[src/logic/bfcpu_defs.svh]
//------------------------------
// Widths and opcode codes of the core
// Codes 8 to 14 are unused and run as no operation
// Code pairs share bits 3:1, bit 0 picks the direction
//------------------------------
`ifndef BFCPU_DEFS_SVH
`define BFCPU_DEFS_SVH

// Bus widths
`define PC_W     16
`define PTR_W    15
`define OP_W     4
`define CELL_W   8
`define DEPTH_W  16

// Opcode values
`define OP_PINC  4'h0
`define OP_PDEC  4'h1
`define OP_INC   4'h2
`define OP_DEC   4'h3
`define OP_OUT   4'h4
`define OP_IN    4'h5
`define OP_BEGIN 4'h6
`define OP_END   4'h7
`define OP_NOP   4'hf

// Held opcode after reset, forces the first fetch
`define OP_RESET_KEEP `OP_NOP

`endif
[src/logic/bfcpu_pkg.sv]
//------------------------------
// Types shared by the core blocks
// Needs the defs header on the include path
//------------------------------
`include "bfcpu_defs.svh"

package bfcpu_pkg;

    // Sequencer states
    // SCAN_BACK and RESUME only follow END
    typedef enum logic [3:0] {
        ST_DECODE, ST_INC, ST_DEC, ST_OUT, ST_IN,
        ST_BEGIN, ST_END, ST_SKIP_FWD, ST_SCAN_BACK, ST_RESUME
    } seq_state_t;

    // ALU functions
    typedef enum logic [1:0] {ALU_ZERO, ALU_THRU, ALU_INC, ALU_DEC} alu_func_t;

    // Counter operations for pc, pointer and depth
    typedef enum logic [2:0] {CNT_HOLD, CNT_CLR, CNT_INC, CNT_DEC, CNT_INC2, CNT_DEC2} cnt_op_t;

    // Opcode nibble, whole code or pair index plus direction
    typedef union packed {
        logic [`OP_W-1:0] code;
        struct packed {
            logic [`OP_W-2:0] pair;
            logic             dir;
        } f;
    } opcode_u;

endpackage

[src/logic/ctl_if.sv]
//------------------------------
// Control and flag signals between sequencer and datapath
// No clock, all signals combinational
//------------------------------
`timescale 1ns/1ns

interface ctl_if import bfcpu_pkg::*; ();

    // Sequencer to datapath
    cnt_op_t   pc_op;
    cnt_op_t   ptr_op;
    cnt_op_t   depth_op;
    alu_func_t alu_func;
    logic      alu_from_io;

    // Datapath to sequencer
    logic      alu_zero;
    logic      depth_zero;
    logic      depth_plus;

    modport seq (output pc_op, ptr_op, depth_op, alu_func, alu_from_io,
                 input  alu_zero, depth_zero, depth_plus);

    modport dp  (input  pc_op, ptr_op, depth_op, alu_func, alu_from_io,
                 output alu_zero, depth_zero, depth_plus);

endinterface

[src/logic/bfcpu.sv]
//------------------------------
// Core top level with fetch, data and I/O buses
// Any ready low freezes the whole core
// All I/O accesses go to port address 0
// Data memory must read as zero before a run
//------------------------------
`timescale 1ns/1ns
`include "bfcpu_defs.svh"

module bfcpu (
    input  logic               CLK,
    input  logic               RES,
    // Fetch bus
    output logic               if_req,
    output logic [`PC_W-1:0]   if_addr,
    input  logic [`OP_W-1:0]   if_code,
    input  logic               if_rdy,
    // Data memory bus
    output logic               dm_req,
    output logic               dm_write,
    output logic [`PTR_W-1:0]  dm_addr,
    output logic [`CELL_W-1:0] dm_wdata,
    input  logic [`CELL_W-1:0] dm_rdata,
    input  logic               dm_rdy,
    // I/O bus
    output logic               io_req,
    output logic               io_write,
    output logic [`CELL_W-1:0] io_wdata,
    input  logic [`CELL_W-1:0] io_rdata,
    input  logic               io_rdy
);

    logic               slot;
    logic               if_do;
    logic               dr_do;
    logic               dw_do;
    logic               ir_do;
    logic               iw_do;
    logic [`OP_W-1:0]   opcode;
    logic [`CELL_W-1:0] dm_data;
    logic [`CELL_W-1:0] io_data;
    logic [`CELL_W-1:0] alu_out;

    //------------------------------
    // Slot and request masking
    //------------------------------
    assign slot     = if_rdy & dm_rdy & io_rdy;
    assign if_req   = if_do & slot;
    assign dm_req   = (dr_do | dw_do) & slot;
    assign dm_write = dw_do;
    assign io_req   = (ir_do | iw_do) & slot;
    assign io_write = iw_do;
    // One ALU result feeds both write buses
    assign dm_wdata = alu_out;
    assign io_wdata = alu_out;

    ctl_if ctl_i ();

    exec_datapath datapath_i (
        .CLK(CLK), .RES(RES), .slot(slot), .ctl(ctl_i.dp),
        .dm_data(dm_data), .io_data(io_data),
        .pc(if_addr), .ptr(dm_addr), .alu_out(alu_out)
    );

    sequencer sequencer_i (
        .CLK(CLK), .RES(RES), .slot(slot), .opcode(opcode), .ctl(ctl_i.seq),
        .if_do(if_do), .dr_do(dr_do), .dw_do(dw_do), .ir_do(ir_do), .iw_do(iw_do)
    );

    // Fetch holds NOP after reset
    bus_capture #(.DATA_W(`OP_W), .KEEP_INIT(`OP_RESET_KEEP)) if_capture_i (
        .CLK(CLK), .RES(RES), .read_req(if_do), .rdy(if_rdy), .slot(slot),
        .rdata(if_code), .data(opcode)
    );

    bus_capture #(.DATA_W(`CELL_W), .KEEP_INIT(`CELL_W'(0))) dm_capture_i (
        .CLK(CLK), .RES(RES), .read_req(dr_do), .rdy(dm_rdy), .slot(slot),
        .rdata(dm_rdata), .data(dm_data)
    );

    bus_capture #(.DATA_W(`CELL_W), .KEEP_INIT(`CELL_W'(0))) io_capture_i (
        .CLK(CLK), .RES(RES), .read_req(ir_do), .rdy(io_rdy), .slot(slot),
        .rdata(io_rdata), .data(io_data)
    );

endmodule

[src/logic/sequencer.sv]
//------------------------------
// Opcode decode and multi-step instruction FSM
// Opcode input must hold across stalls
// Loop scans refetch one nibble per step
// State only advances in a slot cycle
//------------------------------
`timescale 1ns/1ns
`include "bfcpu_defs.svh"

module sequencer import bfcpu_pkg::*; (
    input  logic    CLK,
    input  logic    RES,
    input  logic    slot,
    input  opcode_u opcode,
    ctl_if.seq      ctl,
    output logic    if_do,
    output logic    dr_do,
    output logic    dw_do,
    output logic    ir_do,
    output logic    iw_do
);

    // Pair indices taken from the opcode codes
    localparam opcode_u PAIR_PTR  = `OP_PINC;
    localparam opcode_u PAIR_CELL = `OP_INC;
    localparam opcode_u PAIR_IO   = `OP_OUT;
    localparam opcode_u PAIR_LOOP = `OP_BEGIN;

    seq_state_t state;
    seq_state_t state_next;
    logic       step;
    logic       step_next;

    always_ff @(posedge CLK or posedge RES)
    begin
        if (RES)
        begin
            state <= ST_DECODE;
            step  <= 1'b0;
        end
        else if (slot)
        begin
            state <= state_next;
            step  <= step_next;
        end
    end

    //------------------------------
    // ALU control
    //------------------------------
    // Depends on state only
    always_comb
    begin
        ctl.alu_from_io = (state == ST_IN);
        case (state)
            ST_INC:                        ctl.alu_func = ALU_INC;
            ST_DEC:                        ctl.alu_func = ALU_DEC;
            ST_OUT, ST_IN, ST_BEGIN, ST_END: ctl.alu_func = ALU_THRU;
            default:                       ctl.alu_func = ALU_ZERO;
        endcase
    end

    //------------------------------
    // Next state and bus requests
    //------------------------------
    always_comb
    begin
        // Idle defaults
        state_next   = ST_DECODE;
        step_next    = 1'b0;
        if_do        = 1'b0;
        dr_do        = 1'b0;
        dw_do        = 1'b0;
        ir_do        = 1'b0;
        iw_do        = 1'b0;
        ctl.pc_op    = CNT_HOLD;
        ctl.ptr_op   = CNT_HOLD;
        ctl.depth_op = CNT_HOLD;
        case (state)
            ST_DECODE:
            begin
                case (opcode.f.pair)
                    // Pointer move, done here
                    PAIR_PTR.f.pair:
                    begin
                        ctl.ptr_op = opcode.f.dir ? CNT_DEC : CNT_INC;
                        if_do      = 1'b1;
                        ctl.pc_op  = CNT_INC;
                    end
                    PAIR_CELL.f.pair:
                    begin
                        dr_do      = 1'b1;
                        state_next = opcode.f.dir ? ST_DEC : ST_INC;
                    end
                    // OUT reads the cell, IN reads the port
                    PAIR_IO.f.pair:
                    begin
                        dr_do      = ~opcode.f.dir;
                        ir_do      = opcode.f.dir;
                        state_next = opcode.f.dir ? ST_IN : ST_OUT;
                    end
                    PAIR_LOOP.f.pair:
                    begin
                        dr_do      = 1'b1;
                        state_next = opcode.f.dir ? ST_END : ST_BEGIN;
                    end
                    // NOP and unused codes
                    default:
                    begin
                        if_do     = 1'b1;
                        ctl.pc_op = CNT_INC;
                    end
                endcase
            end
            // Write back the changed cell
            ST_INC, ST_DEC, ST_IN:
            begin
                dw_do     = 1'b1;
                if_do     = 1'b1;
                ctl.pc_op = CNT_INC;
            end
            ST_OUT:
            begin
                iw_do     = 1'b1;
                if_do     = 1'b1;
                ctl.pc_op = CNT_INC;
            end
            // Zero cell starts the forward skip
            ST_BEGIN:
            begin
                if_do     = 1'b1;
                ctl.pc_op = CNT_INC;
                if (ctl.alu_zero)
                begin
                    ctl.depth_op = CNT_CLR;
                    state_next   = ST_SKIP_FWD;
                end
            end
            ST_SKIP_FWD:
            begin
                if_do      = 1'b1;
                ctl.pc_op  = CNT_INC;
                state_next = ST_SKIP_FWD;
                if (opcode.code == `OP_END && ctl.depth_zero)
                    state_next = ST_DECODE;
                else if (opcode.code == `OP_END && ctl.depth_plus)
                    ctl.depth_op = CNT_DEC;
                else if (opcode.code == `OP_BEGIN)
                    ctl.depth_op = CNT_INC;
            end
            // Nonzero cell, back up to just before END
            ST_END:
            begin
                if (ctl.alu_zero)
                begin
                    if_do     = 1'b1;
                    ctl.pc_op = CNT_INC;
                end
                else
                begin
                    ctl.pc_op    = CNT_DEC2;
                    ctl.depth_op = CNT_CLR;
                    state_next   = ST_SCAN_BACK;
                end
            end
            // Step 0 fetches only, step 1 checks each nibble
            ST_SCAN_BACK:
            begin
                if (step && opcode.code == `OP_BEGIN && ctl.depth_zero)
                begin
                    ctl.pc_op  = CNT_INC2;
                    state_next = ST_RESUME;
                end
                else
                begin
                    if_do      = 1'b1;
                    ctl.pc_op  = CNT_DEC;
                    step_next  = 1'b1;
                    state_next = ST_SCAN_BACK;
                    if (step && opcode.code == `OP_BEGIN && ctl.depth_plus)
                        ctl.depth_op = CNT_DEC;
                    else if (step && opcode.code == `OP_END)
                        ctl.depth_op = CNT_INC;
                end
            end
            // pc is past the matched BEGIN
            ST_RESUME:
            begin
                if_do     = 1'b1;
                ctl.pc_op = CNT_INC;
            end
            default:
            begin
                state_next = ST_DECODE;
            end
        endcase
    end

endmodule

[src/logic/exec_datapath.sv]
//------------------------------
// Program counter, data pointer, depth counter and ALU
// All registers move only in a slot cycle
// Pointer and pc wrap at their width
//------------------------------
`timescale 1ns/1ns
`include "bfcpu_defs.svh"

module exec_datapath import bfcpu_pkg::*; (
    input  logic               CLK,
    input  logic               RES,
    input  logic               slot,
    ctl_if.dp                  ctl,
    input  logic [`CELL_W-1:0] dm_data,
    input  logic [`CELL_W-1:0] io_data,
    output logic [`PC_W-1:0]   pc,
    output logic [`PTR_W-1:0]  ptr,
    output logic [`CELL_W-1:0] alu_out
);

    logic [`DEPTH_W-1:0] depth;
    logic [`CELL_W-1:0]  alu_in;

    // Signed step of a counter operation
    // CLR is handled by the caller
    function automatic logic signed [2:0] cnt_step(input cnt_op_t op);
        logic signed [2:0] step;
        case (op)
            CNT_INC:  step = 3'sd1;
            CNT_DEC:  step = -3'sd1;
            CNT_INC2: step = 3'sd2;
            CNT_DEC2: step = -3'sd2;
            default:  step = 3'sd0;
        endcase
        return step;
    endfunction

    //------------------------------
    // Counters
    //------------------------------
    always_ff @(posedge CLK or posedge RES)
    begin
        if (RES)
            pc <= '0;
        else if (slot)
        begin
            if (ctl.pc_op == CNT_CLR)
                pc <= '0;
            else
                pc <= pc + `PC_W'(cnt_step(ctl.pc_op));
        end
    end

    always_ff @(posedge CLK or posedge RES)
    begin
        if (RES)
            ptr <= '0;
        else if (slot)
        begin
            if (ctl.ptr_op == CNT_CLR)
                ptr <= '0;
            else
                ptr <= ptr + `PTR_W'(cnt_step(ctl.ptr_op));
        end
    end

    // Bracket nesting depth during a loop scan
    always_ff @(posedge CLK or posedge RES)
    begin
        if (RES)
            depth <= '0;
        else if (slot)
        begin
            if (ctl.depth_op == CNT_CLR)
                depth <= '0;
            else
                depth <= depth + `DEPTH_W'(cnt_step(ctl.depth_op));
        end
    end

    assign ctl.depth_zero = (depth == '0);
    // Positive means sign clear and not zero
    assign ctl.depth_plus = ~depth[`DEPTH_W-1] & (|depth[`DEPTH_W-2:0]);

    //------------------------------
    // ALU
    //------------------------------
    assign alu_in = ctl.alu_from_io ? io_data : dm_data;

    always_comb
    begin
        case (ctl.alu_func)
            ALU_ZERO: alu_out = '0;
            ALU_THRU: alu_out = alu_in;
            ALU_INC:  alu_out = alu_in + `CELL_W'(1);
            ALU_DEC:  alu_out = alu_in - `CELL_W'(1);
        endcase
    end

    // Loop tests look at the passed cell
    assign ctl.alu_zero = (alu_out == '0);

endmodule

[src/logic/bus_capture.sv]
//------------------------------
// Read data holder for one request/ready bus
// read_req is the unmasked read intent of the core
// Data is live only in the cycle its data phase ends
//------------------------------
`timescale 1ns/1ns
`include "bfcpu_defs.svh"

module bus_capture #(
    parameter int                DATA_W    = `CELL_W,
    parameter logic [DATA_W-1:0] KEEP_INIT = '0
) (
    input  logic              CLK,
    input  logic              RES,
    input  logic              read_req,
    input  logic              rdy,
    input  logic              slot,
    input  logic [DATA_W-1:0] rdata,
    output logic [DATA_W-1:0] data
);

    logic              pending;
    logic [DATA_W-1:0] keep;

    // Data phase follows an accepted read
    // Cleared once this bus is ready again
    always_ff @(posedge CLK or posedge RES)
    begin
        if (RES)
            pending <= 1'b0;
        else if (read_req && slot)
            pending <= 1'b1;
        else if (rdy)
            pending <= 1'b0;
    end

    // Hold the byte while other buses stall
    always_ff @(posedge CLK or posedge RES)
    begin
        if (RES)
            keep <= KEEP_INIT;
        else if (pending && rdy)
            keep <= rdata;
    end

    assign data = (pending && rdy) ? rdata : keep;

endmodule

[config.mk]
export PLATFORM = sky130hd
export DESIGN_NAME = bfcpu
export DESIGN_NICKNAME = d
export VERILOG_FILES = /design/src/logic/bfcpu_pkg.sv /design/src/logic/ctl_if.sv /design/src/logic/bfcpu.sv /design/src/logic/sequencer.sv /design/src/logic/exec_datapath.sv /design/src/logic/bus_capture.sv
export VERILOG_INCLUDE_DIRS = /design/src /design/src/logic
export SDC_FILE = /design/constraint.sdc
export NUM_CORES = 1
export LEC_CHECK = 0
export BUFFER_PORTS_ARGS = -buffer_cell sky130_fd_sc_hd__buf_2
export CORE_UTILIZATION = 40
export CTS_BUF_LIST = sky130_fd_sc_hd__clkbuf_4
export CTS_CLUSTER_DIAMETER = 150
export CTS_CLUSTER_SIZE = 40
export DETAILED_ROUTE_END_ITERATION = 7
export PLACE_DENSITY_LB_ADDON = 0.3
export SYNTH_ARGS = -nofsm -noshare
export SYNTH_HDL_FRONTEND = slang
export SYNTH_HIERARCHICAL = 1
export SYNTH_SLANG_ARGS = --single-unit
[constraint.sdc]
create_clock -name CLK -period 7.6 [get_ports CLK]
set_clock_uncertainty 0.2 [all_clocks]
set_input_delay 0.38 -clock CLK [delete_from_list [all_inputs] [get_ports CLK]]
set_output_delay 0.38 -clock CLK [all_outputs]
set_load 0.005 [all_outputs]
## Yosys cells after proc, flatten, opt, wreduce, memory -nomap -nowiden

Cells that the tools add are included.
W data, S select, Z words.

| word-level totals | value |
|---|---|
| register bits after elaboration | 75 |
| latch bits | 0 |
| memory bits (writable) | 0 |
| bits in read-only memories | 0 |
| output and inout bits | 52 |
| word-level logic and storage cells | 144 |
| memories kept | 0 |

| operators by class | value |
|---|---|
| add/sub/neg operators | 5 |
| multiply operators | 0 |
| divide/modulo/power cells | 0 |
| $lt $le $gt $ge | 0 |
| eq/ne operators | 32 |
| shift operators | 0 |
| multiplexer cells | 60 |
| bitwise logic cells | 10 |
| reduce and logical (&&, ||, !) cells | 26 |

Operators by type and width:

| kind | number |
|---|---|
| $pmux W3 S4 | 5 |
| $mux W3 | 17 |
| $add A16 B16 Y16 | 2 |
| $mux W16 | 2 |
| $pmux W8 S4 | 1 |
| $eq A3 B2 Y1 const B | 8 |
| $eq A4 B3 Y1 const B | 6 |
| $mux W8 | 3 |
| $pmux W4 S5 | 1 |
| $mux W1 | 19 |
| $eq A3 B3 Y1 const B | 6 |
| $logic_not A16 Y1 | 1 |
| $add A15 B15 Y15 | 1 |
| $mux W15 | 1 |
| $reduce_or A15 Y1 | 1 |
| $eq A3 B1 Y1 const B | 4 |
| $logic_and A1 B1 Y1 | 12 |
| $pmux W4 S3 | 1 |
| $mux W2 | 5 |
| $add A8 B1 Y8 const B | 1 |
| $eq A4 B2 Y1 const B | 2 |
| $eq A4 B4 Y1 const B | 2 |
| $logic_not A8 Y1 | 1 |
| $mux W4 | 2 |
| other kinds (18) | 29 |

## Depth between registers and ports, before layout

| depth | value |
|---|---|
| word-level depth | 14 |
| depth in mapped cells | 30 |
| gate-level depth less buffers | 28 |

## Hierarchy

The synthesis kept the hierarchy.

By module, submodules not included:

| module | instances | cells an instance | area an instance (um^2) | seq. area each (um^2) |
|---|---|---|---|---|
| exec_datapath | 1 | 505 | 4,470.5 | 1,176.1 |
| bus_capture (dm_capture_i ...) | 2 | 22 | 337.8 | 225.2 |
| sequencer | 1 | 96 | 619.3 | 125.1 |
| bus_capture (if_capture_i) | 1 | 14 | 212.7 | 130.1 |
| bfcpu | 1 | 12 | 98.8 | 0.0 |

## Worst setup path before layout

Ideal clock, no wire load.

| timing path | value |
|---|---|
| kind | register to register |
| start | reg sequencer_i.state[3] |
| end | reg datapath_i.pc[15] |
| arrival | 6,205 ps |
| data required time | 7,276 ps |
| path slack | 1,071 ps |
| cell stages (with the launch flop) | 30 |
| path buffers | 3 |
| clock period less this slack | 6,529 ps |
| cell sequence | dfrtp_1 -> buf_2 -> nand2b_1 -> nor3_1 -> buf_6 -> mux2_2 -> ha_1 -> nand2_1 -> o21ai_2 -> xnor2_1 -> o22ai_1 -> a32o_1 -> or4_1 -> nor4_2 -> nand2b_1 -> nor2_1 -> o21ai_0 -> a32o_1 -> buf_4 -> nor2b_1 -> o21ai_0 -> inv_1 -> ha_1 -> o21a_1 -> o21a_1 -> o22ai_1 -> o21ai_0 -> a31o_2 -> o211a_1 -> a211o_1 |

| on the way | value |
|---|---|
| cells in the longest elaborated chain, start to end | 14 |
| elaborated cells on any way between the ends | 34 |
| classes of those cells | add/sub: 3; eq/ne: 17; mux: 9; reduce/logical: 5 |

RTL lines:

| item | line | source |
|---|---|---|
| start, declared | sequencer.sv:29 | `seq_state_t state;` |
| start signal, assigned | sequencer.sv:43 | `state <= state_next;` |
| $eq A4 B3 Y1 (*) | sequencer.sv:54 | `ctl.alu_from_io = (state == ST_IN);` |
| net ctl_i.alu_from_io | ctl_if.sv:14 | `logic alu_from_io;` |
| parallel branches: the longest is 3 deep, another holds $sub A8 B1 Y8 | - |  |
| $pmux W8 S4 (*) | exec_datapath.sv:92 | `case (ctl.alu_func)` |
| net dm_wdata[3] | bfcpu.sv:22 | `` output logic [`CELL_W-1:0] dm_wdata, `` |
| $logic_not A8 Y1 (*) | exec_datapath.sv:101 | `assign ctl.alu_zero = (alu_out == '0);` |
| net ctl_i.alu_zero | ctl_if.sv:17 | `logic alu_zero;` |
| $mux W3 (*) | sequencer.sv:154 | `if (ctl.alu_zero)` |
| $pmux W3 S4 (*) | sequencer.sv:79 | `case (state)` |
| net ctl_i.pc_op[1] | ctl_if.sv:10 | `cnt_op_t pc_op;` |
| $eq A3 B3 Y1 / $eq A3 B2 Y1 (equally long branches) | exec_datapath.sv:28 | `case (op)` |
| $pmux W3 S4 | exec_datapath.sv:28 |  |
| $mux W3 | exec_datapath.sv:47 | `if (ctl.pc_op == CNT_CLR)` |
| $mux W3 | exec_datapath.sv:45 | `else if (slot)` |
| $add A16 B16 Y16 | exec_datapath.sv:50 | `` pc <= pc + `PC_W'(cnt_step(ctl.pc_op)); `` |
| $mux W16 (*) | exec_datapath.sv:47 |  |
| end signal, assigned | exec_datapath.sv:50 |  |
| end, declared | exec_datapath.sv:16 | `` output logic [`PC_W-1:0] pc, `` |

Mark *: on every way through the listed nets, which the timed path passes. The select of a mux whose other input is x is not followed.
A chain may end at the register's enable or synchronous reset.

## Worst setup path in the final report

| timing path | value |
|---|---|
| start | reg sequencer_i.state[3] |
| end | reg datapath_i.pc[15] |

| on the way | value |
|---|---|
| cells in the longest elaborated chain, start to end | 14 |
| elaborated cells on any way between the ends | 34 |
| classes of those cells | add/sub: 3; eq/ne: 17; mux: 9; reduce/logical: 5 |

RTL lines:

| item | line |
|---|---|
| $eq A4 B3 Y1 (*) | sequencer.sv:54 |
| net ctl_i.alu_from_io | ctl_if.sv:14 |
| parallel branches: the longest is 3 deep, another holds $sub A8 B1 Y8 | - |
| $pmux W8 S4 (*) | exec_datapath.sv:92 |
| $logic_not A8 Y1 (*) | exec_datapath.sv:101 |
| net ctl_i.alu_zero | ctl_if.sv:17 |
| $mux W3 (*) | sequencer.sv:154 |
| $pmux W3 S4 (*) | sequencer.sv:79 |
| $eq A3 B3 Y1 / $eq A3 B2 Y1 (equally long branches) | exec_datapath.sv:28 |
| $pmux W3 S4 | exec_datapath.sv:28 |
| $mux W3 | exec_datapath.sv:47 |
| $mux W3 | exec_datapath.sv:45 |
| $add A16 B16 Y16 | exec_datapath.sv:50 |
| $mux W16 (*) | exec_datapath.sv:47 |

Marked as above.

==> results.cfg <==
[timing]
finalMaxSlewViolations = 0
fmax_mhz = 140
fin_crit_ns = 7.14
rsz0062_at_grt = no
relSlewSlack_pct = 28.6
whs_ns = 0.0368
setup_viol = 0
tightest_slew_ns = 1.07
finalHoldViolCount = 0
fin_crit_sh_pct = 93.9
fin_tns_setup_ns = 0

[layout]
final_common_cell = buf_2
final_layout_size_suffix_gt1_share_pct = 19.8
multi_input_area_um2 = 3840
fill_cells = 1369
areaGrowthSynthToFinish_pct = 14.7
register_area_um2 = 1880
layout_common_cells = buf_2, dfrtp_1, inv_1, ha_1, a21oi_1
layout.nets = 836

[floorplan]
initial_core_util_pct = 41.3
ioPinCount = 77
die-width_um = 125
coreArea_um2 = 14700
die_h_um = 125
rows = 44
die_area_um2 = 15700

[synthesis]
synthCells = 671
synth.top_cell.area_share_pct = 29.2
avgSynthCellArea_um2 = 9.06
yosys.area.top_type = dfrtp_1
ys_ff_latch = 75
ys_warn_count = 6
synth-edff-count = 0
synthesis.area_um2 = 6080
synth.yosys.seq_area_share_pct = 31.0
async_flop_share_pct = 100
ys.flop_type = dfrtp_1
ys_top_cells_by_area = dfrtp_1, ha_1, o2bb2ai_1
synthDistinctLibCells = 68

[pwr]
p_sw_share_pct = 43.7
power.internal_mw = 1.34
leakage_nw = 3.43
pwr-share-seq_pct = 28.6
power_frac_comb_pct = 59.5
peakVddDrop_v = 0.000126
clockPowerShare_pct = 11.9
p_switching_mw = 1.04
power_density_nw_per_um2 = 342

[clocking]
cts-buffers-inserted = 9
htreeDepth = 3
clk_path_buf_depth = 2
cts_root_buffer = clkbuf_4
cts_tree = done
clock-sinks = 75
clk_pin_slew_ns = 0.12
clkLatencyLatePin_ns = 0.46

[global_route]
grt_overflow = 0
grt_pass1_wl_mm = 24.4
antenna_found_initial = 1
grt_pass1_vias = 5291
grt_start_max_net_pins = 48
track_usage_pct = 19.0

[worst_setup_path]
path_max_fanout = 10
r2r_setup_slack_ns = 0.46
end_kind = flop
cp.required_ns = 7.75
crit_type = flop to flop
slowest_stage = or4_1
startpoint_type = flop
crit_arrival_ns = 7.29
crit-reg2reg-capture = datapath_i/pc[15]
r2r-start = sequencer_i/state[3]
critPathMaxStageDelay_ns = 0.58
r2r_cells = 28

[placed_design]
place_congestion = 0.858
hpwl_mm = 10.5
port-buffer-count = 76

[outcome]
outcome = finished with violations
violations = design-rule violations

[run]
maxCapViolCount = 0

[worst_hold_path]
worstHoldStart = dm_rdata[0]
hold_class = input port to flop
whs_endpoint = dm_capture_i/keep[0]
hold_path_depth = 2

[detailed_routing]
wl_mm = 14.4
drc = 7
viasPerCell = 5.63
drt-initial-drc-count = 247
postRouteAntennaNets = 0
avgRoutedWirePerCell_um = 15.2
dr.pass1.iters = 7
num_vias = 5335
cell type report:
type / count / share of cell area (%)
repair buffers: 107 / 9.51
inverters: 52 / 2.80
diodes: 1 / 0.0359
well taps: 184 / 3.30
flip-flops and latches: 75 / 27.0
clock inverters: 6 / 1.15
multi-input cells: 513 / 55.1
clock buffers: 10 / 1.08
synth_stat cells (all sizes together), types with 17 or more instances:
cell / number
xnor2: 19
nor2: 39
nand2b: 18
buf: 17
mux2: 25
a21oi: 42
o21ai: 45
nand2: 39
ha: 49
inv: 52
dfrtp: 71
xor2: 20
o2bb2ai: 31
worst max path at each step:
stage	startpoint	to	slack, ns	cells after the start
floorplan	sequencer_i/state[3]	datapath_i/pc[15]	1.07	29
global placement	sequencer_i/state[2]	datapath_i/pc[15]	0.65	27
detailed placement	sequencer_i/state[2]	datapath_i/pc[15]	0.28	27
CTS	sequencer_i/state[3]	datapath_i/pc[15]	0.24	27
global route	sequencer_i/state[3]	datapath_i/depth[14]	0.04	24
finish	sequencer_i/state[3]	datapath_i/pc[15]	0.46	28
power groups by stage:
stage	sequential, mW	clock [mW]	combinational [mW]
floorplan	0.659	0	1.08
global placement	0.683	0	1.35
detailed placement	0.689	0	1.39
CTS	0.682	0.294	1.40
global route	0.707	0.311	1.58
finish	0.683	0.283	1.42
stage by stage:
stage / area, um^2 / util, % / power (mW) / worst slack, ns / instances
after global routing: 6970 / 47.4 / 2.59 / 0.0355 / 948
after floorplan: 6080 / - / 1.74 / 1.07 / 672
after global placement: 6580 / 44.8 / 2.03 / 0.651 / 907
after CTS: 6940 / 47.2 / 2.38 / 0.236 / 943
after detailed placement: 6580 / 44.8 / 2.07 / 0.281 / 907
final: 6970 / 47.4 / 2.39 / 0.464 / 948
critical path, delay by kind of cell, from the launching register on:
family | cells | cell delay [ns]
compound gates | 12 | 2.72
simple gates | 9 | 1.81
fa+ha+maj | 2 | 0.69
buf+inv | 3 | 0.58
flops | 1 | 0.50
mux | 1 | 0.38
xor+xnor | 1 | 0.16
flip-flops by register name (all words and copies together) (netlist names):
register / count
dm_capture_i/pending: 1
datapath_i/ptr: 15
io_capture_i/pending: 1
sequencer_i/step: 1
if_capture_i/keep: 4
if_capture_i/pending: 1
datapath_i/depth: 16
sequencer_i/state: 4
datapath_i/pc: 16
io_capture_i/keep: 8
dm_capture_i/keep: 8
routing by layer:
metal / vias up / GRT usage [%] / routed length, um
li1: 2642 / - / -
met1: 2537 / 23.7 / 6590
met2: 135 / 32.7 / 6890
met3: 21 / 3.04 / 687
met4: 0 / 7.32 / 255
met5: - / 0 / 0
kinds of logic (layout without fill, tap and decap cells):
logic type	Yosys count	in the layout	share of synthesized area (%)
AO/OA/AOI/OAI	216	216	25.0
AND/OR/NAND/NOR	170	170	14.3
buffers and inverters	84	175	6.05
flip-flops	75	75	31.0
adder cells (fa/ha/maj)	53	53	11.4
XOR/XNOR	39	39	5.62
multiplexers	33	33	6.61
other	1	3	0.0617
what timing repair did:
item	4_1_cts	5_1_grt
setup endpoints to repair	0	5
hold buffers	20	0
setup buffers	0	4
gates resized for setup	0	4
endpoints found under the hold margin	47	0
Note: power is estimated with default switching activity, not from simulation.
